$ cat src/verilog/rename_pkg.sv
// rename slice package with register file sizes, tag types and the rob entry layout
package rename_pkg;

	////////////////////////////////////////////////////////////////////////////
	// sizes
	////////////////////////////////////////////////////////////////////////////
	localparam int ARF_SIZE  = 32;                   // architectural registers
	localparam int PRF_SIZE  = 40;                   // physical registers
	localparam int ROB_SIZE  = 16;                   // reorder buffer slots
	localparam int ZERO_ARN  = 31;                   // hardwired zero, never renamed
	localparam int XLEN      = 64;                   // datapath width
	localparam int FREE_SIZE = PRF_SIZE - ARF_SIZE;  // tags beyond the committed map

	////////////////////////////////////////////////////////////////////////////
	// tags and words
	////////////////////////////////////////////////////////////////////////////
	typedef logic [$clog2(ARF_SIZE)-1:0] arn_t;      // 5 bit arch reg number
	typedef logic [$clog2(PRF_SIZE)-1:0] prn_t;      // 6 bit phys tag
	typedef logic [$clog2(ROB_SIZE)-1:0] rob_idx_t;  // 4 bit rob slot
	typedef logic [XLEN-1:0]             word_t;     // result value

	// one rob slot, 13 bits
	typedef struct packed {
		arn_t dest_arn;                          // arch destination
		prn_t dest_prn;                          // new phys destination
		logic wr_en;                             // writes a destination
		logic done;                              // result came back on the bus
	} rob_entry_t;

endpackage

$ cat src/verilog/rename_ifs.sv


////////////////////////////////////////////////////////////////////////////
// retire side
////////////////////////////////////////////////////////////////////////////
interface retire_if import rename_pkg::*; ();
	logic  valid;  // head retires this cycle
	arn_t  arn;    // head arch destination
	prn_t  prn;    // head phys destination
	logic  wr_en;  // head writes a destination
	word_t value;  // prf read by prn

	modport rob     (output valid, arn, prn, wr_en);
	modport map     (input valid, arn, prn, wr_en);
	modport regfile (input prn, output value);
endinterface

$ cat src/verilog/retire_map.sv
// retirement map table that frees the tag a committed destination replaces
`timescale 1ns/1ps

module retire_map import rename_pkg::*; (
	input  logic clock,
	input  logic rst_n,
	retire_if.map ret,
	output logic release_valid,  // one edge after the commit
	output prn_t release_prn     // superseded tag
);

	prn_t rrat [ARF_SIZE];       // committed arch to phys map
	logic commit_wr;

	assign commit_wr = ret.valid && ret.wr_en;  // r31 commits leave the map alone

	////////////////////////////////////////////////////////////////////////////
	// map and release strobe
	////////////////////////////////////////////////////////////////////////////
	always_ff @(posedge clock) begin
		if (!rst_n) begin
			for (int i = 0; i < ARF_SIZE; i++) begin
				rrat[i] <= prn_t'(i);            // identity, same as the rat
			end
			release_valid <= 1'b0;
		end else begin
			release_valid <= commit_wr;
			if (commit_wr) begin
				rrat[ret.arn] <= ret.prn;        // new mapping becomes architectural
			end
		end
	end

	// released tag, captured before the map entry is overwritten
	always_ff @(posedge clock) begin
		if (commit_wr) begin
			release_prn <= rrat[ret.arn];
		end
	end

endmodule

$ cat src/flat_wrapper.sv
// flat-port wrapper written by rule: the top's interface ports become plain ports
module retire_map_flat import rename_pkg::*;
  (clock, rst_n, release_valid, release_prn, ret_valid, ret_arn, ret_prn, ret_wr_en);
  retire_if ret_i ();
  input  logic clock;
  input  logic rst_n;
  output logic release_valid;
  output prn_t release_prn;
  input wire logic [$bits(ret_i.valid)-1:0] ret_valid;
  input wire logic [$bits(ret_i.arn)-1:0] ret_arn;
  input wire logic [$bits(ret_i.prn)-1:0] ret_prn;
  input wire logic [$bits(ret_i.wr_en)-1:0] ret_wr_en;
  assign ret_i.valid = ret_valid;
  assign ret_i.arn = ret_arn;
  assign ret_i.prn = ret_prn;
  assign ret_i.wr_en = ret_wr_en;
  retire_map u_core (.clock(clock), .rst_n(rst_n), .ret(ret_i), .release_valid(release_valid), .release_prn(release_prn));
endmodule
$ cat config.mk
export PLATFORM = sky130hd
export DESIGN_NAME = retire_map_flat
export DESIGN_NICKNAME = d
export VERILOG_FILES = /design/src/verilog/rename_pkg.sv /design/src/verilog/rename_ifs.sv /design/src/verilog/retire_map.sv /design/src/flat_wrapper.sv
export SDC_FILE = /design/constraint.sdc
export NUM_CORES = 1
export LEC_CHECK = 0
export ABC_AREA = 1
export BUFFER_PORTS_ARGS = -buffer_cell sky130_fd_sc_hd__clkbuf_2
export CORE_ASPECT_RATIO = 1.25
export CORE_UTILIZATION = 68
export DETAILED_ROUTE_END_ITERATION = 8
export PLACE_DENSITY = 0.95
export SLEW_MARGIN = 20
export SYNTH_ARGS = -nofsm -noshare
export SYNTH_HDL_FRONTEND = slang
export SYNTH_SLANG_ARGS = --single-unit
$ cat constraint.sdc
create_clock -name clock -period 3 [get_ports clock]
set_input_delay 0.3 -clock clock [delete_from_list [all_inputs] [get_ports clock]]
set_output_delay 0.3 -clock clock [all_outputs]
set_load 0.05 [all_outputs]
# Yosys cells after proc, flatten, opt, wreduce, memory -nomap -nowiden
# Memories as Yosys holds them, arrays and structs flattened. A register that Yosys moved wholly into a read port is not among the register bits.
# Cells that the tools add are included.
word_totals:
  ramBits: 192
  out_inout_bits: 7
  inputBits: 15
  register_bits: 1
  memories: 1
classes:
  muxes: 7
  n_reduce_logical: 2
memory_table:
  columns: ["name", "depth", "word_bits", "rd", "rd_clocked_by_memory_dff", "wr", "line_no", "text"]
  rows:
  - ["u_core.rrat", 32, 6, 1, 1, 32, "retire_map.sv:12", "prn_t rrat [ARF_SIZE];"]
op_table:
  columns: ["cell", "n"]
  rows:
  - ["$mux 6", 1]
  - ["$reduce_or 6->1", 1]
  - ["$mux 1", 5]
  - ["$mux 5", 1]
  - ["$logic_and 1x1->1", 1]

# Logic depth before layout (Yosys ltp)
depth:
  ltp_word: 6
  mapped_depth: 12
  depth_no_buf: 9

# Worst setup path before layout
# Ideal clock, no wire load.
synth_timing:
  kind: "input-to-reg"
  start: "in ret_arn[0]"
  end: "mem u_core.rrat[3][0] (netlist name) (enable)"
  setup_time_ps: 318
  t_arrival_ps: 1449
  cell_stages: 8
  n_path_buf: 2
  path_slack_ps: 1233
  required_ps: 2682
  cell_sequence: "buf_4 inv_2 buf_2 nor3_1 inv_2 nor2_1 inv_2 nand2_1"
synth_rtl:
  columns: ["element", "line_no", "text"]
  rows:
  - ["from (decl)", "flat_wrapper.sv:10", "input wire logic [$bits(ret_i.arn)-1:0] ret_arn;"]
  - ["to (decl)", "retire_map.sv:12", null]

==> qor.csv <==
metric,value,unit
status,"complete, but fails checks",
violations,DRC,
finalHoldViolations,0,
postCtsSetupBuffers,0,
clock_skew,0.00842,ns
end_kind,register,
clockBufferDepth,2,
num_vias,8060,
yosysTopAreaCellShare,0.616,
synth_edf_count,198,
finalMaxSlewViolations,0,
cap_violations,0,
final.period_utilization,0.689,
total_power,6040,uW
gp_congestion,0.865,
critPathMaxStageDelay,0.51,ns
nets,1117,
synth_common_cells,"625 x nand2_1, 198 x edfxtp_1, 131 x nor2_1",
syn_nets,1117,
finalHoldWorstSlack,0.248,ns
grt-ovfl-total,0,
final_area,10400,sq um
worstMarginPinSlew,0.911,ns
cts_sinks,199,
clk_latency,0.45,ns
core_area,13800,sq um
cts_tree,done,
min_path_type,in -> reg,
syn2layout_area_growth,7.98,%
synth_area_leaders,"edfxtp_1 62%, nand2_1 24%, nor2_1 5.1%",
postCtsHoldBufs,0,
clk_pin_slew,0.07,ns
dpl.cell_count,1258,
synth_top_area_cell,edfxtp_1,
path_buf_inv,4,
cts_resized,0,
synth_area,9650,sq um
via_per_inst,6.25,
finalSetupTns,0,ns
avgRoutedWirePerCell,20.8,um
seqCellArea,5970,sq um
grt_usage,0.396,
rsz0062_at_grt,false,
critical_path.cell_chain,"clkbuf_2, inv_1, nor3_1, inv_2, nor2_1, inv_2, nand2_1",
setup_viol,0,
rows,48,
crit_required,3.13,ns
crit_type,in -> reg,
drt_pass1_iterations,9,
crit_family,simple AND/OR/NAND/NOR gates,
cts_buffers,17,
synth-main-ff-cell,edfxtp_1,
grt_antenna_before_repair,0,
nFillCells,769,
cts_root_buf,clkbuf_16,
antenna_left,0,
cts_max_level,4,
drc,6,
instances_no_fill,1290,
die_y,135,um
fmax,484,MHz
placed_area,9870,sq um
ys_types,17,
synth_seq_cells,199,
relSlewSlack,0.392,
wl,26.9,mm
powerDensity,579,nW/um^2
netlist_instances,1102,
crit_top_cell,inv_2,
period_minus_slack,2.07,ns
grt_pass1_vias,7928,
drt_iter0_drc,1733,
grt_start_max_net_pins,51,
p_leak,0.00444,uW
multi_input_area,3250,sq um
ys_warn_count,0,
async_flop_share,0,
cpMaxStageDelayCell,nor3_1,
yosysMostFrequentCell,nand2_1,
ios,22,
die_x,109,um
die_area,14700,sq um
worstPathArrival,2.20,ns
yosysSeqAreaShare,0.618,
peakVddDrop,0.000400,V
place_hpwl,14.9,mm
drive_gt1_frac,0.126,
diodes,0,
synth_area_per_cell,8.76,sq um
start_util,0.699,
critPathLaunchType,primary input,
io_buffers,21,
worst-path-max-fanout,27,
grt_pass1_wl,41.7,mm
[registers in the layout, summed over array words and instances, names as in the netlist]
| signal | cells |
|---|---|
| u_core.rrat | 192 |
| u_core.release_prn | 6 |
| u_core.release_valid | 1 |
[worst min-delay path: stages]
cell and delay (ns):
clkbuf_2 0.09, nand2_1 0.10, inv_1 0.12
[where the power goes]
group          internal (uW)  leakage, uW  switching (uW)
sequential              3200      0.00194            51.8
combinational            123      0.00224             439
clock                   1150     0.000256            1070
total                   4470      0.00444            1560
[kinds of logic (layout without fill, tap and decap cells)]
| logic type | Yosys count | count (layout) | share of synthesized area |
|---|---|---|---|
| buf+inv | 108 | 121 | 0.0450 |
| flops | 199 | 199 | 0.618 |
| simple gates | 795 | 795 | 0.337 |
[metrics by stage]
| step | setup slack [ns] | util |
|---|---|---|
| 3_5_place_dp | 0.597 | 0.714 |
| 2_1_floorplan | 1.23 | - |
| 5_1_grt | 0.737 | 0.755 |
| 6_report | 0.933 | 0.755 |
| 3_3_place_gp | 0.657 | 0.714 |
| 4_1_cts | 1.04 | 0.755 |
[area by class of cell]
type                            instances  share of cell area
Clock buffer                           19              0.0415
Clock inverter                         13              0.0118
Inverter                               54              0.0211
Multi-Input combinational cell        795               0.312
Sequential cell                       199               0.572
Tap cell                              175              0.0210
Timing Repair Buffer                   35              0.0202
[cell usage in the layout (no fill, tap or decap), types with 2 or more instances in the layout]
master	n
inv_4	7
nand2_1	625
nor2_1	131
clkbuf_1	2
inv_1	15
buf_4	14
clkbuf_16	17
nor3_4	7
clkbuf_2	20
nand2_2	3
nor2_4	20
inv_6	2
edfxtp_1	198
inv_2	32
nor2_2	7
clkinv_4	2
clkinvlp_4	5
[path summary, 6_finish.rpt]
check | endpoint | cells after the start | slack [ns] | start
max | u_core.rrat[3][0] | 7 | 0.93 | ret_arn[1]
min | u_core.release_valid | 3 | 0.25 | rst_n
max reg2reg | u_core.release_prn[4] | 8 | 1.48 | u_core.rrat[30][4]
min reg2reg | u_core.release_prn[2] | 8 | 0.84 | u_core.rrat[4][2]
[metal layers]
layer | GRT usage | share of wire | vias up
met5 | 0.0250 | 0.0012 | -
met4 | 0.272 | 0.081 | 2
met3 | 0.145 | 0.14 | 228
met2 | 0.612 | 0.47 | 779
met1 | 0.455 | 0.31 | 3612
li1 | - | - | 3439
Power figures use the tool's default switching activity.
