File: src/verilog/rename_pkg.sv
// rename slice package with register file sizes, tag types and the rob entry layout
package rename_pkg;

	////////////////////////////////////////////////////////////////////////////
	// sizes
	////////////////////////////////////////////////////////////////////////////
	localparam int ARF_SIZE  = 32;                   // architectural registers
	localparam int PRF_SIZE  = 40;                   // physical registers
	localparam int ROB_SIZE  = 16;                   // reorder buffer slots
	localparam int ZERO_ARN  = 31;                   // hardwired zero, never renamed
	localparam int XLEN      = 64;                   // datapath width
	localparam int FREE_SIZE = PRF_SIZE - ARF_SIZE;  // tags beyond the committed map

	////////////////////////////////////////////////////////////////////////////
	// tags and words
	////////////////////////////////////////////////////////////////////////////
	typedef logic [$clog2(ARF_SIZE)-1:0] arn_t;      // 5 bit arch reg number
	typedef logic [$clog2(PRF_SIZE)-1:0] prn_t;      // 6 bit phys tag
	typedef logic [$clog2(ROB_SIZE)-1:0] rob_idx_t;  // 4 bit rob slot
	typedef logic [XLEN-1:0]             word_t;     // result value

	// one rob slot, 13 bits
	typedef struct packed {
		arn_t dest_arn;                          // arch destination
		prn_t dest_prn;                          // new phys destination
		logic wr_en;                             // writes a destination
		logic done;                              // result came back on the bus
	} rob_entry_t;

endpackage

File: src/verilog/rename_ifs.sv
// dispatch and retire bundles shared between the rename slice blocks
`timescale 1ns/1ps

////////////////////////////////////////////////////////////////////////////
// dispatch side
////////////////////////////////////////////////////////////////////////////
interface dispatch_if import rename_pkg::*; ();
	logic     fire;         // dispatch accepted this cycle
	logic     writes_dest;  // dest is not the zero reg
	arn_t     dest_arn;     // arch destination
	prn_t     dest_prn;     // free list head, combinational
	rob_idx_t rob_idx;      // rob tail slot

	modport rename  (output fire, writes_dest, dest_arn, input dest_prn);
	modport alloc   (input fire, writes_dest, output dest_prn);
	modport rob     (input fire, writes_dest, dest_arn, dest_prn, output rob_idx);
	modport regfile (input fire, writes_dest, dest_prn);
endinterface


File: src/verilog/free_list.sv
// free list of physical tags kept as a circular queue
`timescale 1ns/1ps

module free_list import rename_pkg::*; (
	input  logic clock,
	input  logic rst_n,
	dispatch_if.alloc disp,
	input  logic release_valid,   // tag freed by the retire map
	input  prn_t release_prn,
	output logic free_avail       // at least one tag left
);

	prn_t                          free_q [FREE_SIZE];  // tag storage
	logic [$clog2(FREE_SIZE)-1:0]  head;                // next tag to hand out
	logic [$clog2(FREE_SIZE)-1:0]  tail;                // next slot to refill
	logic [$clog2(FREE_SIZE):0]    count;               // tags held
	logic                          pop;
	logic                          push;

	assign pop  = disp.fire && disp.writes_dest;  // only renamed dests use a tag
	assign push = release_valid;

	assign disp.dest_prn = free_q[head];          // shown before the pop edge
	assign free_avail    = (count != 0);

	////////////////////////////////////////////////////////////////////////////
	// queue update
	////////////////////////////////////////////////////////////////////////////
	always_ff @(posedge clock) begin
		if (!rst_n) begin
			for (int i = 0; i < FREE_SIZE; i++) begin
				free_q[i] <= prn_t'(ARF_SIZE + i);    // 32 up to 39
			end
			head  <= '0;
			tail  <= '0;
			count <= ($clog2(FREE_SIZE)+1)'(FREE_SIZE);  // starts full
		end else begin
			if (push) begin
				free_q[tail] <= release_prn;          // append at tail
				tail         <= tail + 1'b1;          // power of two wrap
			end
			if (pop) begin
				head <= head + 1'b1;
			end
			case ({push, pop})
				2'b10:   count <= count + 1'b1;
				2'b01:   count <= count - 1'b1;
				default: count <= count;              // both or neither
			endcase
		end
	end

	// a release only follows a commit of a tag taken from here
	a_no_push_full: assert property (
		@(posedge clock) disable iff (!rst_n)
		release_valid |-> (count != FREE_SIZE)
	) else $error("free_list: release while full");

endmodule

File: src/flat_wrapper.sv
// flat-port wrapper written by rule: the top's interface ports become plain ports
module free_list_flat import rename_pkg::*;
  (clock, rst_n, release_valid, release_prn, free_avail, disp_fire, disp_writes_dest, disp_dest_prn);
  dispatch_if disp_i ();
  input  logic clock;
  input  logic rst_n;
  input  logic release_valid;
  input  prn_t release_prn;
  output logic free_avail;
  input wire logic [$bits(disp_i.fire)-1:0] disp_fire;
  input wire logic [$bits(disp_i.writes_dest)-1:0] disp_writes_dest;
  output wire logic [$bits(disp_i.dest_prn)-1:0] disp_dest_prn;
  assign disp_i.fire = disp_fire;
  assign disp_i.writes_dest = disp_writes_dest;
  assign disp_dest_prn = disp_i.dest_prn;
  free_list u_core (.clock(clock), .rst_n(rst_n), .disp(disp_i), .release_valid(release_valid), .release_prn(release_prn), .free_avail(free_avail));
endmodule
File: config.mk
export PLATFORM = sky130hd
export DESIGN_NAME = free_list_flat
export DESIGN_NICKNAME = d
export VERILOG_FILES = /design/src/verilog/rename_pkg.sv /design/src/verilog/rename_ifs.sv /design/src/verilog/free_list.sv /design/src/flat_wrapper.sv
export SDC_FILE = /design/constraint.sdc
export NUM_CORES = 1
export LEC_CHECK = 0
export ABC_AREA = 1
export BUFFER_PORTS_ARGS = -buffer_cell sky130_fd_sc_hd__clkbuf_2
export CORE_ASPECT_RATIO = 1.2
export CORE_MARGIN = 1.5
export CORE_UTILIZATION = 35
export CTS_CLUSTER_SIZE = 10
export DETAILED_ROUTE_END_ITERATION = 7
export GPL_TIMING_DRIVEN = 0
export PLACE_DENSITY_LB_ADDON = 0.12
export SLEW_MARGIN = 20
export SYNTH_ARGS = -nofsm -noshare
export SYNTH_HDL_FRONTEND = slang
export SYNTH_SLANG_ARGS = --single-unit
File: constraint.sdc
create_clock -name clock -period 1.3 [get_ports clock]
set_input_delay 0.13 -clock clock [delete_from_list [all_inputs] [get_ports clock]]
set_output_delay 0.13 -clock clock [all_outputs]
set_load 0.01 [all_outputs]
# [Yosys cells after proc, flatten, opt, wreduce, memory -nomap -nowiden]
# Memories as Yosys holds them, arrays and structs flattened. A register that Yosys moved wholly into a read port is not among the register bits.
# Index checks and enable logic that the tools add are counted.
[totals] wordCells=24 reg_bits=10 output_inout_bits=7 n_memories=1 ram_bits=48 inputBits=11
[mem_list] name="u_core.free_q" depth=8 width=6 read_ports=1 rd_clocked_by_memory_dff=1 wr=8 line_no="free_list.sv:13" rtl="prn_t free_q [FREE_SIZE];"
[op_classes] eq_ne=2 addsub=4 n_reduce_logical=4 n_mux=10
[op_table] op="3-bit 2-to-1 mux" n=3
[op_table] op="4-bit case mux with 2 select lines" n=1
[op_table] op="3-bit by 1-bit adder with 3-bit output, second input constant" n=2
[op_table] op="6-bit 2-to-1 mux" n=1
[op_table] op="6-bit OR reduction" n=1
[op_table] op="1-bit 2-to-1 mux" n=5
[op_table] op="4-bit by 1-bit adder with 4-bit output, second input constant" n=1
[op_table] op="4-bit nonzero test" n=1
[op_table] op="4-bit by 1-bit subtractor with 4-bit output, second input constant" n=1
[op_table] op="2-bit by 1-bit == test with 1-bit output, second input constant" n=1
[op_table] op="2-bit == test, second input constant" n=1
[op_table] op="2-bit nonzero test" n=1
[op_table] op="1-bit logical AND" n=1

# [Depth between registers and ports, before layout]
[depth] ltp_word=5 depth_mapped=13 depth_no_buf=13

# [Worst setup path before layout]
# Ideal clock, no wire load.
[synth_timing] path_kind="in2reg" start="input port disp_fire" end="register u_core.count[2]" t_arrival_ns=1.233 required_ns=1.191 n_path_buf=0 cell_stages=13 setup_ns=0.109 path_slack_ns=-0.041 path_cell_list="nand2_1 -> inv_1 -> ha_1 -> nand2_1 -> inv_1 -> nor2_1 -> ha_1 -> a21oi_1 -> nor2_1 -> nor2_1 -> nand2_1 -> nand2_1 -> inv_1"
[synth_between] elab_chain_len=3 word_cells_on_any_way=5 cone_classes="2 x eq/ne; 1 x mux; 2 x reduce/logical"
[synth_lines] element="start: declaration" line_no="flat_wrapper.sv:10" rtl="input wire logic [$bits(disp_i.fire)-1:0] disp_fire;"
[synth_lines] element="1-bit logical AND (*)" line_no="free_list.sv:20" rtl="assign pop = disp.fire && disp.writes_dest;"
[synth_lines] element="2-bit by 1-bit == test with 1-bit output or 2-bit == test (tied branches)" line_no="free_list.sv:45" rtl="case ({push, pop})"
[synth_lines] element="4-bit case mux with 2 select lines or 2-bit nonzero test (tied branches)"
[synth_lines] element="end signal: assignment" line_no="free_list.sv:46" rtl="2'b10: count <= count + 1'b1;"
[synth_lines] element="end signal: assignment" line_no="free_list.sv:47" rtl="2'b01: count <= count - 1'b1;"
[synth_lines] element="end signal: assignment" line_no="free_list.sv:48" rtl="default: count <= count;"
[synth_lines] element="end: declaration" line_no="free_list.sv:16" rtl="logic [$clog2(FREE_SIZE):0] count;"
# Every way passes the cells marked *; elsewhere a longest branch is shown, timed or not.
# A chain may end at the register's enable or synchronous reset.

==> summary.txt <==
Routing
  – Initial drt markers: 122
  – ANT nets after route: 0
  – Final wirelength: 6750 µm
  – Vias: 2,188
  – First drt pass iteration count: 6
  – Via density: 4.85
  – DRC Markers: 2
  – Routed wire per std cell: 15.0 µm

Clocking
  – CTS buffer count: 9
  – Maximum buffer depth of the clock tree: 2
  – Clock Sinks: 61
  – Htree depth: 3
  – TritonCTS clock tree: done
  – CTS root buffer: clkbuf_8
  – Worst skew pair latency: 340 ps
  – CTS clk-pin slew, worst paths: 60 ps

STA
  – RSZ-0062 raised after global routing: true
  – Setup violations, final: 6
  – Clock skew: 4.62 ps
  – Setup TNS: -2100 ps
  – Fin crit share: 1.28
  – Crit path time final: 1660 ps
  – Final worst setup slack: -362 ps
  – Hold Vio Cnt, Final: 0
  – Slew @ Worst Pin: 476 ps
  – Max_slew headroom: 0.683
  – Count of pins over their slew limit: 0
  – Max Clk Rate: 602 MHz

Synth
  – Top post-synthesis cells by area: edfxtp_1 (50%), nor2_1 (10%), dfxtp_1 (9.1%)
  – Seq cells post-synth: 61
  – Top cells by count, synth: nor2_1 (77), nand2_1 (63), edfxtp_1 (48)
  – Sequential area share after synthesis: 0.594
  – Synth Instances: 317
  – Dominant cell type by area after synthesis: edfxtp_1
  – Netlist cell types: 19
  – Top FF cell, synth: edfxtp_1
  – Yosys warnings: 0
  – Mapped Avg Cell Area: 9.04 µm²
  – Asr flop ratio synth: 0
  – Synth top area share: 0.503
  – Post-Syn Area: 2870 µm²
  – Most frequent cell after synthesis: nor2_1
  – Synth Net Count: 333
  – Count of flip-flops with a built-in enable after synthesis: 48

GRT
  – Largest net degree at the start of global routing: 11
  – Antenna violations before repair: 0
  – First-pass GRT wire length: 10,200 µm
  – GRT Residual Overflow: 0
  – Vias in the first global route: 2,084
  – GRT Util Overall: 0.163

Power and ir drop
  – Lkg Pwr: 1.36 nW
  – Maximum VDD drop: 0.722 mV
  – Clock power share: 0.383
  – Comb pwr share: 0.140
  – PwrDens: 1310 nW/µm²
  – Seq pwr share: 0.476
  – Internal power: 3.52 mW
  – Switch Pwr: 1.18 mW
  – Switching fraction of total power: 0.251

Min path
  – Worst hold stages: 3
  – HP Class: input pin to flop
  – HP Start: release_valid

Cells and area
  – N_diodes: 0
  – Post-route cell area: 3580 µm²
  – Fin util: 0.459
  – Area Overhead vs Synth: 24.9%
  – Fill cells: 763
  – Nets: 370
  – Share of cells above drive strength 1: 0.304

Critical path
  – Worst Path Required: 1170 ps
  – R2R Setup Slk: 70 ps
  – Cells along the critical path: buf_8 > buf_16 > nor2_4 > nor2_1 > o21ai_2 > o21ai_1 > nand2_1 > nand2_1 > buf_2
  – WS Path Type: flop to output port
  – Worst-path fanout max: 7
  – Critical Path Start Type: flop
  – Max stage delay cell, worst path: dfxtp_2
  – CP arrival: 1530 ps
  – Crit path top cell by count: nand2_1
  – Critical Path End Type: output port
  – FF-to-FF path depth: 6
  – RR Startpoint: u_core.tail[2]
  – Max incr delay on CP: 330 ps

Die
  – Initial Util: 0.368
  – Site row count: 35
  – Die Ht: 102 µm
  – I/O Pins: 18
  – Core region area: 7790 µm²
  – Die X: 85.6 µm
  – Die ar.: 8740 µm²

Placement
  – DP Worst Slack: -219 ps
  – Placer Congestion: 0.797
  – I/O Buffers: 17
  – Post-detail-place hpwl: 4560 µm
  – Placed cell areas: 3070 µm²

Run status
  – Status: finished with violations
  – Failing checks: DRC, setup timing

Run
  – Maxcap violations: 0
[layer usage]
metal  routed length, µm  track usage  vias up
met5                   0            0        -
met4                 155       0.0769        0
met3                 329       0.0460       13
met2                3250        0.269       57
met1                3020        0.197     1024
li1                    -            -     1094
[through the flow]
step,power (mW),instances,hold WS [ps]
3_5_place_dp,2.79,426,412
2_1_floorplan,2.61,317,262
4_1_cts,4.65,447,55.5
5_1_grt,4.89,451,62.4
6_report,4.69,451,62.0
3_3_place_gp,2.78,426,411
[worst max-delay path, delay by kind of cell (launching register included)]
family / cells / cell delay, ps
buffers and inverters: 3 / 400
and+or+nand+nor: 4 / 300
DFF: 1 / 330
AOI/OAI and AO/OA: 2 / 170
[cell families (layout without fill, tap and decap cells)]
family | count (synthesis) | after routing | synth area share
AND/OR/NAND/NOR | 156 | 156 | 0.228
flip-flops | 61 | 61 | 0.594
AO/OA/AOI/OAI | 48 | 48 | 0.0838
buffers and inverters | 44 | 86 | 0.0637
adder cells (fa/ha/maj) | 5 | 5 | 0.0218
XOR/XNOR | 3 | 3 | 0.00917
[cells in the final DEF, fill, tap and decap left out, types with 2 or more instances in the layout]
| master | n |
|---|---|
| a21oi_1 | 6 |
| buf_2 | 4 |
| buf_4 | 8 |
| buf_6 | 3 |
| buf_8 | 3 |
| bufinv_16 | 2 |
| clkbuf_1 | 4 |
| clkbuf_2 | 14 |
| clkbuf_8 | 10 |
| dfxtp_1 | 7 |
| dfxtp_2 | 4 |
| dfxtp_4 | 2 |
| edfxtp_1 | 48 |
| ha_1 | 3 |
| ha_2 | 2 |
| inv_1 | 20 |
| inv_2 | 13 |
| inv_4 | 2 |
| nand2_1 | 55 |
| nand2_2 | 2 |
| nand2_4 | 6 |
| nand3_1 | 6 |
| nor2_1 | 64 |
| nor2_2 | 11 |
| nor2_4 | 12 |
| o21ai_0 | 17 |
| o21ai_1 | 17 |
| o21ai_2 | 6 |
| xor2_1 | 2 |
[power groups by stage]
stage               combinational, mW  clock [mW]  sequential [mW]
floorplan                       0.352           0             2.26
global placement                0.517           0             2.27
detailed placement              0.517           0             2.27
CTS                             0.597        1.82             2.23
global route                    0.725        1.92             2.25
finish                          0.658        1.80             2.24
[layout make-up]
type,instances,area [µm²],area share
buffer,9,97.6,0.0273
clock buffer,12,135,0.0377
clock inverter,4,72.6,0.0203
inverter,35,136,0.0381
multi-input combinational,212,1130,0.316
sequential,61,1710,0.479
tap,92,115,0.0322
timing repair buffer,26,176,0.0493
[sequential cells by signal, indices dropped and copies added (netlist names), named ones only]
register,count
u_core.head,3
u_core.tail,3
u_core.count,4
u_core.free_q,48
[final timing paths]
| path | to |
|---|---|
| hold / removal | u_core.tail[2] |
| hold reg to reg | u_core.head[2] |
| setup / recovery | disp_dest_prn[5] |
| setup reg to reg | u_core.free_q[4][0] |
[timing repair]
action	CTS	global route
hold buffers	0	0
setup endpoints to repair	54	55
gates resized for setup	46	39
buffers inserted	3	4
gates cloned	2	0
pin swaps	7	7
Note: power is estimated with default switching activity, not from simulation.
