$ cat config.mk
export PLATFORM = sky130hd
export DESIGN_NAME = reorder_buffer_flat
export DESIGN_NICKNAME = d
export VERILOG_FILES = /design/src/verilog/rename_pkg.sv /design/src/verilog/rename_ifs.sv /design/src/verilog/reorder_buffer.sv /design/src/flat_wrapper.sv
export SDC_FILE = /design/constraint.sdc
export NUM_CORES = 1
export LEC_CHECK = 0
export ABC_AREA = 1
export BUFFER_PORTS_ARGS = -buffer_cell sky130_fd_sc_hd__buf_2
export CORE_AREA = 2 2 146 148
export DETAILED_ROUTE_END_ITERATION = 10
export DIE_AREA = 0 0 148 150
export GPL_ROUTABILITY_DRIVEN = 0
export PLACE_DENSITY_LB_ADDON = 0.12
export SETUP_SLACK_MARGIN = 0.1
export SLEW_MARGIN = 20
export SYNTH_ARGS = -nofsm -noshare
export SYNTH_HDL_FRONTEND = slang
export SYNTH_SLANG_ARGS = --single-unit
$ cat constraint.sdc
create_clock -name clock -period 2.34 [get_ports clock]
set_input_delay 0.234 -clock clock [delete_from_list [all_inputs] [get_ports clock]]
set_output_delay 0.234 -clock clock [all_outputs]
set_load 0.02 [all_outputs]
$ cat src/verilog/rename_pkg.sv
// rename slice package with register file sizes, tag types and the rob entry layout
package rename_pkg;

	////////////////////////////////////////////////////////////////////////////
	// sizes
	////////////////////////////////////////////////////////////////////////////
	localparam int ARF_SIZE  = 32;                   // architectural registers
	localparam int PRF_SIZE  = 40;                   // physical registers
	localparam int ROB_SIZE  = 16;                   // reorder buffer slots
	localparam int ZERO_ARN  = 31;                   // hardwired zero, never renamed
	localparam int XLEN      = 64;                   // datapath width
	localparam int FREE_SIZE = PRF_SIZE - ARF_SIZE;  // tags beyond the committed map

	////////////////////////////////////////////////////////////////////////////
	// tags and words
	////////////////////////////////////////////////////////////////////////////
	typedef logic [$clog2(ARF_SIZE)-1:0] arn_t;      // 5 bit arch reg number
	typedef logic [$clog2(PRF_SIZE)-1:0] prn_t;      // 6 bit phys tag
	typedef logic [$clog2(ROB_SIZE)-1:0] rob_idx_t;  // 4 bit rob slot
	typedef logic [XLEN-1:0]             word_t;     // result value

	// one rob slot, 13 bits
	typedef struct packed {
		arn_t dest_arn;                          // arch destination
		prn_t dest_prn;                          // new phys destination
		logic wr_en;                             // writes a destination
		logic done;                              // result came back on the bus
	} rob_entry_t;

endpackage

$ cat src/verilog/rename_ifs.sv
// dispatch and retire bundles shared between the rename slice blocks
`timescale 1ns/1ps

////////////////////////////////////////////////////////////////////////////
// dispatch side
////////////////////////////////////////////////////////////////////////////
interface dispatch_if import rename_pkg::*; ();
	logic     fire;         // dispatch accepted this cycle
	logic     writes_dest;  // dest is not the zero reg
	arn_t     dest_arn;     // arch destination
	prn_t     dest_prn;     // free list head, combinational
	rob_idx_t rob_idx;      // rob tail slot

	modport rename  (output fire, writes_dest, dest_arn, input dest_prn);
	modport alloc   (input fire, writes_dest, output dest_prn);
	modport rob     (input fire, writes_dest, dest_arn, dest_prn, output rob_idx);
	modport regfile (input fire, writes_dest, dest_prn);
endinterface

////////////////////////////////////////////////////////////////////////////
// retire side
////////////////////////////////////////////////////////////////////////////
interface retire_if import rename_pkg::*; ();
	logic  valid;  // head retires this cycle
	arn_t  arn;    // head arch destination
	prn_t  prn;    // head phys destination
	logic  wr_en;  // head writes a destination
	word_t value;  // prf read by prn

	modport rob     (output valid, arn, prn, wr_en);
	modport map     (input valid, arn, prn, wr_en);
	modport regfile (input prn, output value);
endinterface

$ cat src/verilog/reorder_buffer.sv
// reorder buffer holding dispatched instructions in order until they retire
`timescale 1ns/1ps

module reorder_buffer import rename_pkg::*; (
	input  logic     clock,
	input  logic     rst_n,
	dispatch_if.rob  disp,
	input  logic     cdb_valid,       // result bus strobe
	input  rob_idx_t cdb_rob_idx,     // slot the result belongs to
	output logic     rob_full,
	retire_if.rob    ret
);

	rob_entry_t                 rob_mem [ROB_SIZE];  // slot payload
	rob_idx_t                   head;                // oldest entry
	rob_idx_t                   tail;                // next free slot
	logic [$clog2(ROB_SIZE):0]  count;               // entries in flight
	rob_entry_t                 head_entry;
	rob_entry_t                 new_entry;
	logic                       retire;
	rob_idx_t                   cdb_off;             // distance from head

	////////////////////////////////////////////////////////////////////////////
	// status and head view
	////////////////////////////////////////////////////////////////////////////
	assign rob_full     = (count == ROB_SIZE);
	assign disp.rob_idx = tail;
	assign head_entry   = rob_mem[head];
	assign retire       = (count != 0) && head_entry.done;  // empty rob never commits

	assign ret.valid = retire;
	assign ret.arn   = head_entry.dest_arn;
	assign ret.prn   = head_entry.dest_prn;
	assign ret.wr_en = head_entry.wr_en;

	// entry written at the tail
	always_comb begin
		new_entry.dest_arn = disp.dest_arn;
		new_entry.dest_prn = disp.dest_prn;
		new_entry.wr_en    = disp.writes_dest;
		new_entry.done     = 1'b0;
	end

	assign cdb_off = cdb_rob_idx - head;  // wraps at 16

	////////////////////////////////////////////////////////////////////////////
	// slot payload
	////////////////////////////////////////////////////////////////////////////
	always_ff @(posedge clock) begin
		if (disp.fire) begin
			rob_mem[tail] <= new_entry;
		end
		if (cdb_valid) begin
			rob_mem[cdb_rob_idx].done <= 1'b1;  // marks done, commit next cycle
		end
	end

	////////////////////////////////////////////////////////////////////////////
	// pointers
	////////////////////////////////////////////////////////////////////////////
	always_ff @(posedge clock) begin
		if (!rst_n) begin
			head  <= '0;
			tail  <= '0;
			count <= '0;
		end else begin
			if (disp.fire) begin
				tail <= tail + 1'b1;
			end
			if (retire) begin
				head <= head + 1'b1;  // one per cycle, in order
			end
			case ({disp.fire, retire})
				2'b10:   count <= count + 1'b1;
				2'b01:   count <= count - 1'b1;
				default: count <= count;
			endcase
		end
	end

	// the result bus only writes back entries still in flight
	a_cdb_live_slot: assert property (
		@(posedge clock) disable iff (!rst_n)
		cdb_valid |-> ({1'b0, cdb_off} < count)
	) else $error("reorder_buffer: result bus hit an empty slot");

endmodule

$ cat src/flat_wrapper.sv
// flat-port wrapper written by rule: the top's interface ports become plain ports
module reorder_buffer_flat import rename_pkg::*;
  (clock, rst_n, cdb_valid, cdb_rob_idx, rob_full, disp_fire, disp_writes_dest, disp_dest_arn, disp_dest_prn, disp_rob_idx, ret_valid, ret_arn, ret_prn, ret_wr_en);
  dispatch_if disp_i ();
  retire_if ret_i ();
  input  logic clock;
  input  logic rst_n;
  input  logic cdb_valid;
  input  rob_idx_t cdb_rob_idx;
  output logic rob_full;
  input wire logic [$bits(disp_i.fire)-1:0] disp_fire;
  input wire logic [$bits(disp_i.writes_dest)-1:0] disp_writes_dest;
  input wire logic [$bits(disp_i.dest_arn)-1:0] disp_dest_arn;
  input wire logic [$bits(disp_i.dest_prn)-1:0] disp_dest_prn;
  output wire logic [$bits(disp_i.rob_idx)-1:0] disp_rob_idx;
  output wire logic [$bits(ret_i.valid)-1:0] ret_valid;
  output wire logic [$bits(ret_i.arn)-1:0] ret_arn;
  output wire logic [$bits(ret_i.prn)-1:0] ret_prn;
  output wire logic [$bits(ret_i.wr_en)-1:0] ret_wr_en;
  assign disp_i.fire = disp_fire;
  assign disp_i.writes_dest = disp_writes_dest;
  assign disp_i.dest_arn = disp_dest_arn;
  assign disp_i.dest_prn = disp_dest_prn;
  assign disp_rob_idx = disp_i.rob_idx;
  assign ret_valid = ret_i.valid;
  assign ret_arn = ret_i.arn;
  assign ret_prn = ret_i.prn;
  assign ret_wr_en = ret_i.wr_en;
  reorder_buffer u_core (.clock(clock), .rst_n(rst_n), .disp(disp_i), .cdb_valid(cdb_valid), .cdb_rob_idx(cdb_rob_idx), .rob_full(rob_full), .ret(ret_i));
endmodule
### Word-level counts from Yosys, hierarchy flattened

Memories as Yosys holds them, arrays and structs flattened. A register that Yosys moved wholly into a read port is not among the register bits.
Cells that the tools add are included.

* output and inout bits: 18
* bits in writable memories: 208
* register bits after elaboration: 13
* input port bits: 20
* memories: 1

Memory list
* u_core.rob_mem: depth 16, bits a word 13, read ports 1, clocked after Yosys merged registers in 1, wr ports 2, line reorder_buffer.sv:14 `rob_entry_t rob_mem [ROB_SIZE];`

* add/subtract/negate cells: 4
* reductions and logical operators: 3
* multiplexer cells: 7
* equal/unequal tests: 3

Operators by type and width (count)
* case mux 5 bit (2 select lines): 1
* adder 4 x 1 -> 4 bit, second input constant: 2
* two-way mux 4 bit: 2
* adder 5 x 1 -> 5 bit, second input constant: 1
* == test 5 bit, second input constant: 1
* nonzero test 5 bit: 1
* subtractor 5 x 1 -> 5 bit, second input constant: 1
* two-way mux 1 bit: 4
* == test 2 x 1 -> 1 bit, second input constant: 1
* == test 2 bit, second input constant: 1
* nonzero test 2 bit: 1
* logical AND 1 bit: 1

### Depth between registers and ports, before layout

* word-level depth: 4
* mapped depth: 20
* depth with buffers taken out: 18

### Least setup slack after synthesis

OpenSTA, ideal clock, no wires.

* path type: reg-to-reg
* from: reg (tool-made name)
* to: reg u_core.count[4]
* cell stages (with the launch flop): 21
* path slack: -0.524 ns
* library setup time: 0.113 ns
* required time: 2.227 ns
* path buffers: 2
* arrival: 2.751 ns
* period minus slack after synthesis: 2.864 ns
* cells stage by stage: dfxtp_1 > buf_6 > inv_4 > buf_6 > nand2_1 > nand3_1 > nand3_1 > nand3_2 > a21boi_0 > ha_1 > xor2_1 > ha_1 > inv_1 > nand2_1 > nand2_1 > nor2_1 > nand2_1 > nand3_1 > nand2_1 > nand2_1 > nor2_1

RTL lines
* to (signal assigned): line reorder_buffer.sv:74 `2'b10: count <= count + 1'b1;`
* to (signal assigned): line reorder_buffer.sv:75 `2'b01: count <= count - 1'b1;`
* to (signal assigned): line reorder_buffer.sv:76 `default: count <= count;`
* to (decl): line reorder_buffer.sv:17 `logic [$clog2(ROB_SIZE):0] count;`

==> impl_results.md <==
- Post-synth EDFFs: 192
- Syn Std Cell Area: 0.009114 mm2
- Final setup viols: 0
- P per Cell Area: 1144 mW/mm2
- Reg area: 0.006430 mm2
- Clk sink count: 225
- CTS tree: yes
- Gr usage total: 21.70%
- Gate power share: 35.6%
- Area grow syn2layout: 22.45%
- Layout Skew: 0.007312 ns
- Post-route worst setup slack: 0.03747 ns
- TritonCTS buffer count: 25
- Via count: 6339
- Post-Route Utilization: 53.94%
- Core ar.: 0.02069 mm2
- Post-CTS Hold Fix Bufs: 0
- Yosys warns: 0
- Worst hold path cell count: 3
- Clk slew on worst S/H paths: 0.06 ns
- Async S/R FF share, synth: 0%
- Root Driver: clkbuf_16
- Die width: 148 um
- CP Data Required Time: 2.11 ns
- Vias per cell: 5.610
- Max-slew violation count: 0
- Max cap viols: 0
- Layout cells sized above 1: 21.05%
- Gate count of the mapped netlist: 749
- Syn_area_per_cell: 12.17 um2
- Post-layout nets: 864
- HPWL Detailed: 13270 um
- Die height: 150 um
- Wire per inst: 21.35 um
- RSZ-0062 raised after global routing: true
- Vias in the first global route: 6299
- Startpoint types: flip-flop
- Post-synth top area cell: edfxtp_1
- Worst-case vdd ir drop: 0.0008298 V
- Top FF cell, synth: edfxtp_1
- CP arrival: 2.07 ns
- Remaining antenna violation count after routing: 0
- Outcome: finished clean
- Layout Cells excl Fill: 1130
- FILL cells: 1791
- Sw frac: 33.31%
- Top-area cell type share of the netlist area: 63.26%
- DRC violations left: 0
- Reg2Reg Depth: 19
- Cell internal pwr: 8.515 mW
- Synth area leaders: edfxtp_1, dfxtp_1, nor2_1
- Total net switching power: 4.253 mW
- Overflow after GRT: 0
- P_leak: 4.027 nW
- Row count: 53
- Ratio of final minimum period to clock period: 98.40%
- # diodes: 0
- Post-route minimum period: 2.303 ns
- Setup crit end kind: output port
- Net Count, Synth: 777
- Seq/Total Area, Yosys: 70.51%
- Worst skew pair latency: 0.52 ns
- Crit path max fanout: 7
- DP Cell Count: 1062
- DRT Wirelength: 24130 um
- Dpl ws: 0.03527 ns
- Die area: 0.02220 mm2
- Slew @ Worst Pin: 0.3836 ns
- First-pass GRT wire length: 36070 um
- Footprint of the multi-input gates: 0.002455 mm2
- WS Path Type: flip-flop to output port
- CTS Buffer Depth: 3
- Minimum hold slack: 0.04952 ns
- Reg power frac: 36.2%
- Final hold violations: 0
- Slew margin rel.: 74.24%
- Initial DRC count: 561
- Ports: 38
- Min-delay worst type: input port to flip-flop
- Port-buffer cells: 37
- Clock Power Share: 28.2%
- Yosys reg bits: 225
- H-tree depth: 1
- Starting Density: 44.05%
- Initial antenna violation count: 0
- Pre-Repair DR Iteration Count: 5
- FMAX: 434.3 MHz
- Pin count of the biggest net entering global routing: 35
- Count of different cell masters after synthesis: 33
## cell usage after synthesis (2+ instances only)
cell type    n
inv_1       40
edfxtp_1   192
nand3_1     34
nand2_1     60
nand3_2      2
buf_2       16
o211ai_1    11
o21ai_1     10
buf_4        4
o221ai_1    35
buf_6        7
xor2_1       3
o22ai_1     26
nand4_1      2
a21oi_1      8
dfxtp_1     33
ha_1         8
nor2_1     137
o21ai_0     96
clkbuf_1    12
## cell usage in the layout (no fill, tap or decap), types with 2 or more instances in the layout
master / synthesis / final
nor2_2: 1 / 4
buf_8: 1 / 2
nand2_2: 0 / 3
o21ai_0: 96 / 78
o21ai_1: 10 / 21
o221ai_2: 1 / 4
edfxtp_1: 192 / 192
buf_16: 0 / 6
ha_1: 8 / 6
inv_1: 40 / 38
clkinv_2: 0 / 5
o221ai_1: 35 / 32
clkbuf_16: 0 / 27
inv_2: 1 / 3
o22ai_1: 26 / 22
clkbuf_1: 12 / 10
buf_4: 4 / 44
nand3_2: 2 / 7
a21oi_1: 8 / 8
bufbuf_16: 0 / 2
dfxtp_1: 33 / 32
nand3_1: 34 / 29
nor2_4: 0 / 3
inv_6: 0 / 2
buf_2: 16 / 29
buf_6: 7 / 11
xor2_1: 3 / 2
nand4_1: 2 / 2
o21ai_4: 0 / 2
o22ai_2: 0 / 4
o211ai_1: 11 / 11
nand2_1: 60 / 57
o21ai_2: 0 / 5
buf_12: 0 / 5
nor2_1: 137 / 131
## state kept, by name, summed over array words and instances, names as in the netlist, named ones only
register	count
u_core.count	5
u_core.disp.rob_idx	4
u_core.head	4
u_core.rob_mem	208
## per-stage QoR
step           power, mW  TNS, ns  cell area [um2]
2_1_floorplan      7.027        0             9148
3_3_place_gp       7.806        0             9742
3_5_place_dp       7.892        0             9742
4_1_cts            12.49        0            10960
5_1_grt            13.39  -0.4294            11160
6_report           12.77        0            11160
## what timing repair did
item                       CTS  global route
setup endpoints to repair   13            16
gates cloned                 6             3
pin swaps                   20            34
resized for setup           61            39
buffers inserted            10             4
## routing by layer
metal	vias up	part of all wire (%)	wire length, um	GRT usage (%)
met3	42	7.2	1747	4.116
met5	-	0	0	0
li1	2928	-	-	-
met2	223	48	11630	36.27
met1	3146	42	10190	29.30
met4	0	2.3	567	5.810
## cells by family (layout without fill, tap and decap cells)
logic type      after synthesis  after routing  synth area share (%)
compound gates              191            191                 12.88
xor+xnor                      4              4                0.3845
fa+ha+maj                     8              8                 1.098
buf+inv                      83            189                 4.544
flops                       225            225                 70.51
simple gates                238            238                 10.58
## worst max-delay path, cell delays in order (launching register included)
cell	delay, ns
dfxtp_4	0.42
buf_8	0.14
buf_12	0.13
buf_16	0.13
o21ai_0	0.09
o221ai_1	0.23
nand3_1	0.15
nand2_1	0.09
buf_2	0.16
## power groups by stage
stage	sequential (mW)	clock, mW	combinational [mW]
final	4.62	3.60	4.54
after global routing	4.64	3.84	4.92
after CTS	4.61	3.66	4.21
after detailed placement	4.70	0	3.19
after global placement	4.69	0	3.12
after floorplan	4.66	0	2.37
## final timing paths
path                                             from                      to  slack, ns
worst max register to register              flip-flop         u_core.count[4]       0.05
worst min-delay path                            rst_n  u_core.disp.rob_idx[0]       0.05
worst max-delay path                        flip-flop              ret_prn[4]       0.04
worst min register to register  u_core.rob_mem[13][0]   u_core.rob_mem[13][0]       0.49
## area by class of cell
cell class / count / area share (%)
inverters: 42 / 1.480
well taps: 275 / 3.083
clock buffers: 35 / 5.942
flip-flops and latches: 225 / 57.62
multi-input cells: 441 / 22.00
repair buffers: 101 / 9.048
clock inverters: 11 / 0.8297
Power figures use the tool's default switching activity.
