`src/verilog/rename_pkg.sv`:
```
// rename slice package with register file sizes, tag types and the rob entry layout
package rename_pkg;

	////////////////////////////////////////////////////////////////////////////
	// sizes
	////////////////////////////////////////////////////////////////////////////
	localparam int ARF_SIZE  = 32;                   // architectural registers
	localparam int PRF_SIZE  = 40;                   // physical registers
	localparam int ROB_SIZE  = 16;                   // reorder buffer slots
	localparam int ZERO_ARN  = 31;                   // hardwired zero, never renamed
	localparam int XLEN      = 64;                   // datapath width
	localparam int FREE_SIZE = PRF_SIZE - ARF_SIZE;  // tags beyond the committed map

	////////////////////////////////////////////////////////////////////////////
	// tags and words
	////////////////////////////////////////////////////////////////////////////
	typedef logic [$clog2(ARF_SIZE)-1:0] arn_t;      // 5 bit arch reg number
	typedef logic [$clog2(PRF_SIZE)-1:0] prn_t;      // 6 bit phys tag
	typedef logic [$clog2(ROB_SIZE)-1:0] rob_idx_t;  // 4 bit rob slot
	typedef logic [XLEN-1:0]             word_t;     // result value

	// one rob slot, 13 bits
	typedef struct packed {
		arn_t dest_arn;                          // arch destination
		prn_t dest_prn;                          // new phys destination
		logic wr_en;                             // writes a destination
		logic done;                              // result came back on the bus
	} rob_entry_t;

endpackage

```
`src/verilog/rename_ifs.sv`:
```
// dispatch and retire bundles shared between the rename slice blocks
`timescale 1ns/1ps

////////////////////////////////////////////////////////////////////////////
// dispatch side
////////////////////////////////////////////////////////////////////////////
interface dispatch_if import rename_pkg::*; ();
	logic     fire;         // dispatch accepted this cycle
	logic     writes_dest;  // dest is not the zero reg
	arn_t     dest_arn;     // arch destination
	prn_t     dest_prn;     // free list head, combinational
	rob_idx_t rob_idx;      // rob tail slot

	modport rename  (output fire, writes_dest, dest_arn, input dest_prn);
	modport alloc   (input fire, writes_dest, output dest_prn);
	modport rob     (input fire, writes_dest, dest_arn, dest_prn, output rob_idx);
	modport regfile (input fire, writes_dest, dest_prn);
endinterface


```
`src/verilog/rename_stage.sv`:
```
// rename stage with the speculative map table, dispatch gating and dest remap
`timescale 1ns/1ps

module rename_stage import rename_pkg::*; (
	input  logic clock,
	input  logic rst_n,
	input  logic dispatch_valid,     // dispatch strobe
	input  arn_t src_a_arn,
	input  arn_t src_b_arn,
	input  arn_t dest_arn,
	input  logic free_avail,         // free list not empty
	input  logic rob_full,
	output logic dispatch_ready,     // level, both resources present
	output prn_t src_a_prn,
	output prn_t src_b_prn,
	dispatch_if.rename disp
);

	prn_t rat [ARF_SIZE];            // speculative arch to phys map

	////////////////////////////////////////////////////////////////////////////
	// lookup and gating
	////////////////////////////////////////////////////////////////////////////
	assign dispatch_ready = free_avail && !rob_full;
	assign src_a_prn      = rat[src_a_arn];           // pre-edge map, no bypass
	assign src_b_prn      = rat[src_b_arn];

	assign disp.fire        = dispatch_valid && dispatch_ready;  // pulse while low is dropped
	assign disp.writes_dest = (dest_arn != arn_t'(ZERO_ARN));    // r31 never renamed
	assign disp.dest_arn    = dest_arn;

	////////////////////////////////////////////////////////////////////////////
	// map update
	////////////////////////////////////////////////////////////////////////////
	always_ff @(posedge clock) begin
		if (!rst_n) begin
			for (int i = 0; i < ARF_SIZE; i++) begin
				rat[i] <= prn_t'(i);                      // identity after reset
			end
		end else if (disp.fire && disp.writes_dest) begin
			rat[dest_arn] <= disp.dest_prn;               // take the free list head
		end
	end

	// zero reg entry holds its reset tag for the whole run
	a_zero_map_stable: assert property (
		@(posedge clock) disable iff (!rst_n)
		$stable(rat[ZERO_ARN])
	) else $error("rename_stage: map entry of r31 changed");

endmodule

```
`src/flat_wrapper.sv`:
```
// flat-port wrapper written by rule: the top's interface ports become plain ports
module rename_stage_flat import rename_pkg::*;
  (clock, rst_n, dispatch_valid, src_a_arn, src_b_arn, dest_arn, free_avail, rob_full, dispatch_ready, src_a_prn, src_b_prn, disp_fire, disp_writes_dest, disp_dest_arn, disp_dest_prn);
  dispatch_if disp_i ();
  input  logic clock;
  input  logic rst_n;
  input  logic dispatch_valid;
  input  arn_t src_a_arn;
  input  arn_t src_b_arn;
  input  arn_t dest_arn;
  input  logic free_avail;
  input  logic rob_full;
  output logic dispatch_ready;
  output prn_t src_a_prn;
  output prn_t src_b_prn;
  output wire logic [$bits(disp_i.fire)-1:0] disp_fire;
  output wire logic [$bits(disp_i.writes_dest)-1:0] disp_writes_dest;
  output wire logic [$bits(disp_i.dest_arn)-1:0] disp_dest_arn;
  input wire logic [$bits(disp_i.dest_prn)-1:0] disp_dest_prn;
  assign disp_fire = disp_i.fire;
  assign disp_writes_dest = disp_i.writes_dest;
  assign disp_dest_arn = disp_i.dest_arn;
  assign disp_i.dest_prn = disp_dest_prn;
  rename_stage u_core (.clock(clock), .rst_n(rst_n), .dispatch_valid(dispatch_valid), .src_a_arn(src_a_arn), .src_b_arn(src_b_arn), .dest_arn(dest_arn), .free_avail(free_avail), .rob_full(rob_full), .dispatch_ready(dispatch_ready), .src_a_prn(src_a_prn), .src_b_prn(src_b_prn), .disp(disp_i));
endmodule
```
`config.mk`:
```
export PLATFORM = sky130hd
export DESIGN_NAME = rename_stage_flat
export DESIGN_NICKNAME = d
export VERILOG_FILES = /design/src/verilog/rename_pkg.sv /design/src/verilog/rename_ifs.sv /design/src/verilog/rename_stage.sv /design/src/flat_wrapper.sv
export SDC_FILE = /design/constraint.sdc
export NUM_CORES = 1
export LEC_CHECK = 0
export BUFFER_PORTS_ARGS = -buffer_cell sky130_fd_sc_hd__buf_2
export CORE_AREA = 2 2 180 138
export DETAILED_ROUTE_END_ITERATION = 8
export DIE_AREA = 0 0 182 140
export PLACE_DENSITY = 0.63
export REMOVE_ABC_BUFFERS = 1
export SLEW_MARGIN = 5
export SYNTH_ARGS = -nofsm -noshare
export SYNTH_HDL_FRONTEND = slang
export SYNTH_SLANG_ARGS = --single-unit
```
`constraint.sdc`:
```
create_clock -name clock -period 2.64 [get_ports clock]
set_clock_uncertainty 0.15 [all_clocks]
set_input_delay 0.132 -clock clock [delete_from_list [all_inputs] [get_ports clock]]
set_output_delay 0.132 -clock clock [all_outputs]
set_load 0.01 [all_outputs]
```
---- Word level (Yosys, flattened, before mapping) ----
Memories as Yosys holds them, arrays and structs flattened.
Index checks and enable logic that the tools add are counted.
cells by class
  eq/ne operators ......................... 1
  mux-type cells .......................... 7
  reduce and logical (&&, ||, !) cells .... 5
operators by type and width
  cell                count
  $mux 6              1
  $reduce_or 6->1     1
  $mux 1              5
  $mux 5              1
  $ne 5x5->1 const B  1
  $logic_and 1x1->1   3
  $logic_not 1->1     1
word-level totals
  register bits after elaboration ......... 0
  bits in writable memories ............... 192
  bits of input ports ..................... 26
  output and inout port bits .............. 20
  logic and storage cells ................. 14
  memories ................................ 1
memories
  name        depth  width  rd ports  clocked after Yosys merged registers in  wr ports  RTL line            text
  u_core.rat  32     6      2         0                                        32        rename_stage.sv:19  prn_t rat [ARF_SIZE];

---- Longest topological paths before layout ----
Gate-level depths: netlist (run 1).
  depth after elaboration ................. 9
  gate-level depth with buffers ........... 5
  depth with buffers taken out ............ 3

---- Worst setup path after synthesis (run 1) ----
No wires, ideal clock.
  path kind ............................... input to output
  start ................................... in src_a_arn[2]
  end ..................................... out src_a_prn[0]
  arrival time ............................ 1.886 ns
  data required time ...................... 2.358 ns
  setup slack ............................. 0.472 ns
  stages .................................. 5
  buffers on the path ..................... 2
  cell sequence ........................... clkbuf_1 > clkbuf_1 > mux4_2 > mux4_2 > mux2_2
on the way
  cells in the longest elaborated chain, start to end .. 1
RTL lines
  what                RTL line            text
  start: declaration  flat_wrapper.sv:8   input arn_t src_a_arn;
  $mem_v2 32x6        n/a
  end: declaration    flat_wrapper.sv:14  output prn_t src_a_prn;
No other way between the ends.

==> run summary, run 1 <==
Synth cell types: 24
Die area: 25,500 µm²
DR WL/cell: 25.7 µm
All-Layer GR Usage: 21.6%
Post-placement cell count: 986
Clk root buf: clkbuf_16
Initial antenna violation count: 0
Hold Vio Cnt, Final: 0
First-pass GRT wire length: 40,200 µm
CTS tree: done
Initial drt markers: 786
Slew headroom: 57.9%
Gr ovfl total: 0
Worst setup EP type: output port
Starting density of the core: 44.6%
CP cell instances: mux4_2 > mux4_2 > mux2_4 > buf_6
Antenna Cells: 0
Total wire length: 26,100 µm
CTS buffer count: 17
Post-Syn Area: 10,600 µm²
Clock Sinks: 192
Class of the worst hold path: in -> reg
Status: complete, but fails checks
Slowest stage delay, CP: 0.53 ns
Min Hold Slack: 0.217 ns
Max FFs per register: 192
Vias after detailed routing: 6,196
Final Instance Count excl. Fillers: 1,017
Sequential fraction of the synthesis area: 54.6%
Register bit total from synthesis: 192
P_sw: 1.74 mW
Power Total: 6.97 mW
Final worst setup slack: -0.00543 ns
Pint: 5.22 mW
IO buf count: 45
Top Ports: 46
Min-delay src: disp_dest_prn[3]
CP max-delay cell: mux4_2
Leakage: 4.00 nW
Vias/cell: 6.09
Die height: 140 µm
Worst hold stages: 2
Unrepaired setup endpoints after global routing: yes
PD cells: 586 nW/µm²
Kind of critical path: reg -> out
Routability cong.: 0.905
First-pass DRT Iterations: 5
Seq. cell area: 5770 µm²
Vias in the first global route: 6,121
Top cell by count, worst path: mux4_2
Row cnt: 49
Hpwl dp: 19,400 µm
Area of the multi-input gates: 4540 µm²
Peak supply drop: 0.377 mV
Area leader, netlist: edfxtp_1
Total number of yosys warnings: 0
CP Max Fanout: 2
Area share of the largest cell type after synthesis: 54.6%
Max cap viols: 0
DRT antenna net count: 0
Final setup fails: 1
Count of pins over their slew limit: 0
# DRC: 0
Die width: 182 µm
Most flops, register: u_core.rat
Largest net degree at the start of global routing: 49
Layout cells sized above 1: 35.0%
CTS H-tree lvls: 4
Synth Area per Inst: 16.3 µm²
Worst-Margin Slew: 0.632 ns
Crit path arrival time: 2.36 ns
Main area contributors after synthesis: edfxtp_1 (55%), mux4_2 (24%), and2_1 (6.6%), nand2b_1 (6.4%), mux4_1 (1.7%)
Filler instances: 1,932
Req. time, crit path: 2.36 ns
CTS max path bufs: 2
Clk slew on worst S/H paths: 0.07 ns
Switching Fraction: 25.0%
Syn-to-layout area delta: 12.6%
Tmin final: 2.65 ns
Hold Path End: u_core.rat[20][3]
Cells after synthesis: 649
Core Box Area: 23,700 µm²
FMAX: 378 MHz
Net count reported at finish: 725
Comb pwr share: 13.0%
Final period util: 100%
Violated checks: negative setup slack
Clock power frac: 34.9%
CP Launch Type: flip-flop
Post-Place Worst Slack: 0.228 ns
Top flop regs: u_core.rat x192
Sequential fraction of design power: 52.1%
[placed cells by master (no fill, tap or decap)]
cell / instances
and2_1: 112
buf_12: 6
buf_2: 38
buf_4: 35
buf_6: 7
clkbuf_16: 17
clkinv_2: 2
clkinv_4: 1
clkinvlp_4: 2
conb_1: 6
edfxtp_1: 192
inv_1: 1
inv_6: 5
inv_8: 4
mux2_2: 2
mux2_4: 10
mux4_1: 4
mux4_2: 116
nand2_1: 1
nand2b_1: 108
nand3_1: 1
nand3b_1: 3
nand4b_1: 1
nor2b_1: 1
nor3_1: 23
nor4_1: 8
or2_2: 1
or3_1: 1
or3b_2: 3
[critical path, delay by kind of cell (launching register included)]
kind	cells	cell delay (ns)
muxes	3	1.37
DFF	1	0.44
buffers and inverters	1	0.12
[logic make-up (layout without fill, tap and decap cells)]
family	after synthesis	after routing	share of synthesized area, %
mux	132	132	27.1
flops	192	192	54.6
buf+inv	60	118	2.85
other cells	2	6	0.0711
simple gates	263	263	15.4
[synth_stat cells (all sizes together)]
cell,n
and2,112
buf,20
clkbuf,39
conb,2
edfxtp,192
inv,1
mux2,12
mux4,120
nand2,1
nand2b,108
nand3,1
nand3b,3
nand4b,1
nor2b,1
nor3,23
nor4,8
or2,1
or3,1
or3b,3
[stage by stage]
step                setup TNS (ns)  cell area, µm²  utilization (%)
floorplan                        0           10300                -
global placement                 0           11300             47.6
detailed placement               0           11300             47.6
CTS                        -0.0140           11800             50.0
global route                -0.110           11900             50.2
finish                    -0.00543           11900             50.2
[per-layer routing]
metal | vias to the layer above | GRT usage (%) | part of all wire, %
met1 | 3239 | 33.5 | 44
met4 | 0 | 6.07 | 1.6
li1 | 2624 | - | -
met2 | 307 | 31.2 | 45
met3 | 26 | 4.37 | 9.3
met5 | - | 0 | 0
[power groups by stage]
stage	sequential [mW]	clock (mW)	combinational, mW
6_report	3.63	2.43	0.909
5_1_grt	3.64	2.58	0.957
4_1_cts	3.62	2.45	0.877
3_5_place_dp	3.69	0	0.856
3_3_place_gp	3.68	0	0.845
2_1_floorplan	3.61	0	0.490
[what timing repair did]
item / 4_1_cts / 5_1_grt
pin swaps: 0 / 0
gates resized for setup: 8 / 12
gates cloned: 0 / 0
setup endpoints to repair: 6 / 10
hold buffers: 0 / 0
setup buffers: 0 / 0
[how the worst max path moves through the flow]
stage | cells past startpoint | slack [ns] | end | startpoint
floorplan | 3 | 0.23 | u_core.rat[12][0] | rob_full
global placement | 7 | 0.25 | src_b_prn[4] | src_b_arn[1]
detailed placement | 7 | 0.23 | src_b_prn[1] | src_b_arn[1]
CTS | 4 | -0.01 | src_b_prn[1] | u_core.rat[2][1]
global route | 4 | -0.04 | src_b_prn[1] | u_core.rat[2][1]
finish | 4 | -0.005 | src_b_prn[1] | u_core.rat[2][1]
[area by class of cell]
class                   count  area share [%]
flip-flops and latches    192            48.5
multi-input cells         401            38.2
well taps                 306            3.22
repair buffers             86            5.48
clock inverters            14            1.03
clock buffers              17            3.58
inverters                   1          0.0316
No activity file was read; power rests on OpenSTA's default activity.
==> run 2: changes to the inputs <==
Settings changed: CORE_AREA 2 2 180 138 to 2 2 157 159, DIE_AREA 0 0 182 140 to 0 0 159 161, SLEW_MARGIN 5 to default.
==> run summary, run 2 (synthesis results as in run 1) <==
Status: complete, but fails checks
Violated checks: negative setup slack
CTS max path bufs: 2
Slowest stage delay, CP: 0.53 ns
Post-DP Area: 11,300 µm²
Largest net degree at the start of global routing: 49
Hold Vio Cnt, Final: 0
Kind of critical path: reg -> out
CP cell instances: mux4_2 > mux4_2 > mux2_4 > buf_6
Min-delay src: dest_arn[0]
Comb pwr share: 12.5%
First-pass GRT wire length: 40,300 µm
Class of the worst hold path: in -> reg
Vias/cell: 5.94
WL met2: 12,500 µm
Most flops, register: u_core.rat
CTS tree: done
All-Layer GR Usage: 21.6%
Min Hold Slack: 0.188 ns
Worst hold stages: 4
Count of pins over their slew limit: 0
Tmin final: 2.71 ns
Top flop regs: u_core.rat x192
Initial antenna violation count: 0
CP Max Fanout: 2
Hpwl dp: 19,700 µm
Top cell by count, worst path: mux4_2
Utilization after layout: 50.3%
Commonest cells after routing, fill and taps aside: edfxtp_1 (192), mux4_2 (116), and2_1 (112)
Die height: 161 µm
FMAX: 369 MHz
Leakage: 4.06 nW
CTS buffer count: 17
Met3 wire length: 2100 µm
Req. time, crit path: 2.36 ns
PD cells: 615 nW/µm²
Die width: 159 µm
Hold Path End: u_core.rat[24][4]
CP Buf/Inv Count: 1
Final worst setup slack: -0.0678 ns
Worst setup EP type: output port
CP max-delay cell: mux4_2
# DRC: 0
Die area: 25,600 µm²
Clock power frac: 38.4%
Initial drt markers: 632
Final period util: 103%
Worst-Margin Slew: 0.710 ns
Vias after detailed routing: 6,153
Peak supply drop: 0.417 mV
Layout cells sized above 1: 34.9%
Gr ovfl total: 0
Clock Sinks: 192
Max cap viols: 0
Vias in the first global route: 6,313
Switching Fraction: 24.0%
Net count reported at finish: 724
Design area: 12,000 µm²
Syn-to-layout area delta: 14.0%
Antenna Cells: 0
Crit path arrival time: 2.43 ns
Sequential fraction of design power: 49.0%
Pint: 5.63 mW
DR WL/cell: 26.0 µm
Row cnt: 57
Final setup fails: 4
DRT antenna net count: 0
Unrepaired setup endpoints after global routing: yes
Slew headroom: 52.2%
Top sig layer: met4
Clk slew on worst S/H paths: 0.07 ns
Clk root buf: clkbuf_16
P_sw: 1.78 mW
IO buf count: 45
Starting density of the core: 44.1%
Most common cell after layout, fill and taps aside: edfxtp_1
CP Launch Type: flip-flop
First-pass DRT Iterations: 5
Final setup TNS: -0.136 ns
Metal-1 WL: 11,300 µm
Cell family with most CP delay: multiplexers
Max FFs per register: 192
Total wire length: 26,900 µm
Routability cong.: 0.917
CTS H-tree lvls: 4
Top Ports: 46
Core Box Area: 24,000 µm²
[run 2: changes by cell type in the layout (fill, tap and decap cells not counted), moves of 2 or more]
cell	delta
inv_6	-2
buf_2	-5
mux2_2	-2
buf_6	+5
bufinv_16	+4
mux2_4	+2
clkinv_2	-2
[run 2: power groups by stage]
stage	clock [mW]	combinational, mW	sequential, mW
floorplan	0	0.490	3.61
global route	3.00	0.963	3.64
global placement	0	0.845	3.68
CTS	2.86	0.892	3.62
finish	2.85	0.928	3.63
detailed placement	0	0.853	3.69
[run 2: area by class of cell]
cell class / count / area [µm²]
fill: 2012 / 11900
clock buffer: 17 / 425
clock inverter: 15 / 225
timing repair buffer: 85 / 676
sequential: 192 / 5770
inverter: 1 / 3.75
tap: 324 / 405
multi-input combinational: 401 / 4550
[run 2: how the worst max path moves through the flow]
stage | from | end | slack (ns) | cells past startpoint
5_1_grt | u_core.rat[5][2] | src_b_prn[2] | -0.07 | 4
6_report | u_core.rat[5][2] | src_b_prn[2] | -0.07 | 4
2_1_floorplan | rob_full | u_core.rat[12][0] | 0.23 | 3
4_1_cts | u_core.rat[5][2] | src_b_prn[2] | -0.04 | 4
3_5_place_dp | src_b_arn[1] | src_b_prn[4] | 0.23 | 6
3_3_place_gp | src_b_arn[1] | src_b_prn[4] | 0.22 | 6
[run 2: what timing repair did]
item                                    in CTS  in global routing
hold buffers                                 0                  0
pin swaps                                    0                  0
setup buffers                                0                  0
endpoints found under the setup margin       8                 12
resized for setup                           14                 13
[run 2: metrics by stage]
stage	cells	worst slack, ns	power, mW
floorplan	594	0.231	4.10
global placement	1003	0.218	4.53
detailed placement	1003	0.232	4.54
CTS	1035	-0.0415	7.38
global route	1035	-0.0710	7.61
finish	1035	-0.0678	7.41
[run 2: metal layers]
layer	global-route usage, %	up-vias
met5	0	-
met4	8.76	0
met3	3.08	44
met2	33.5	313
met1	31.2	3177
li1	-	2619
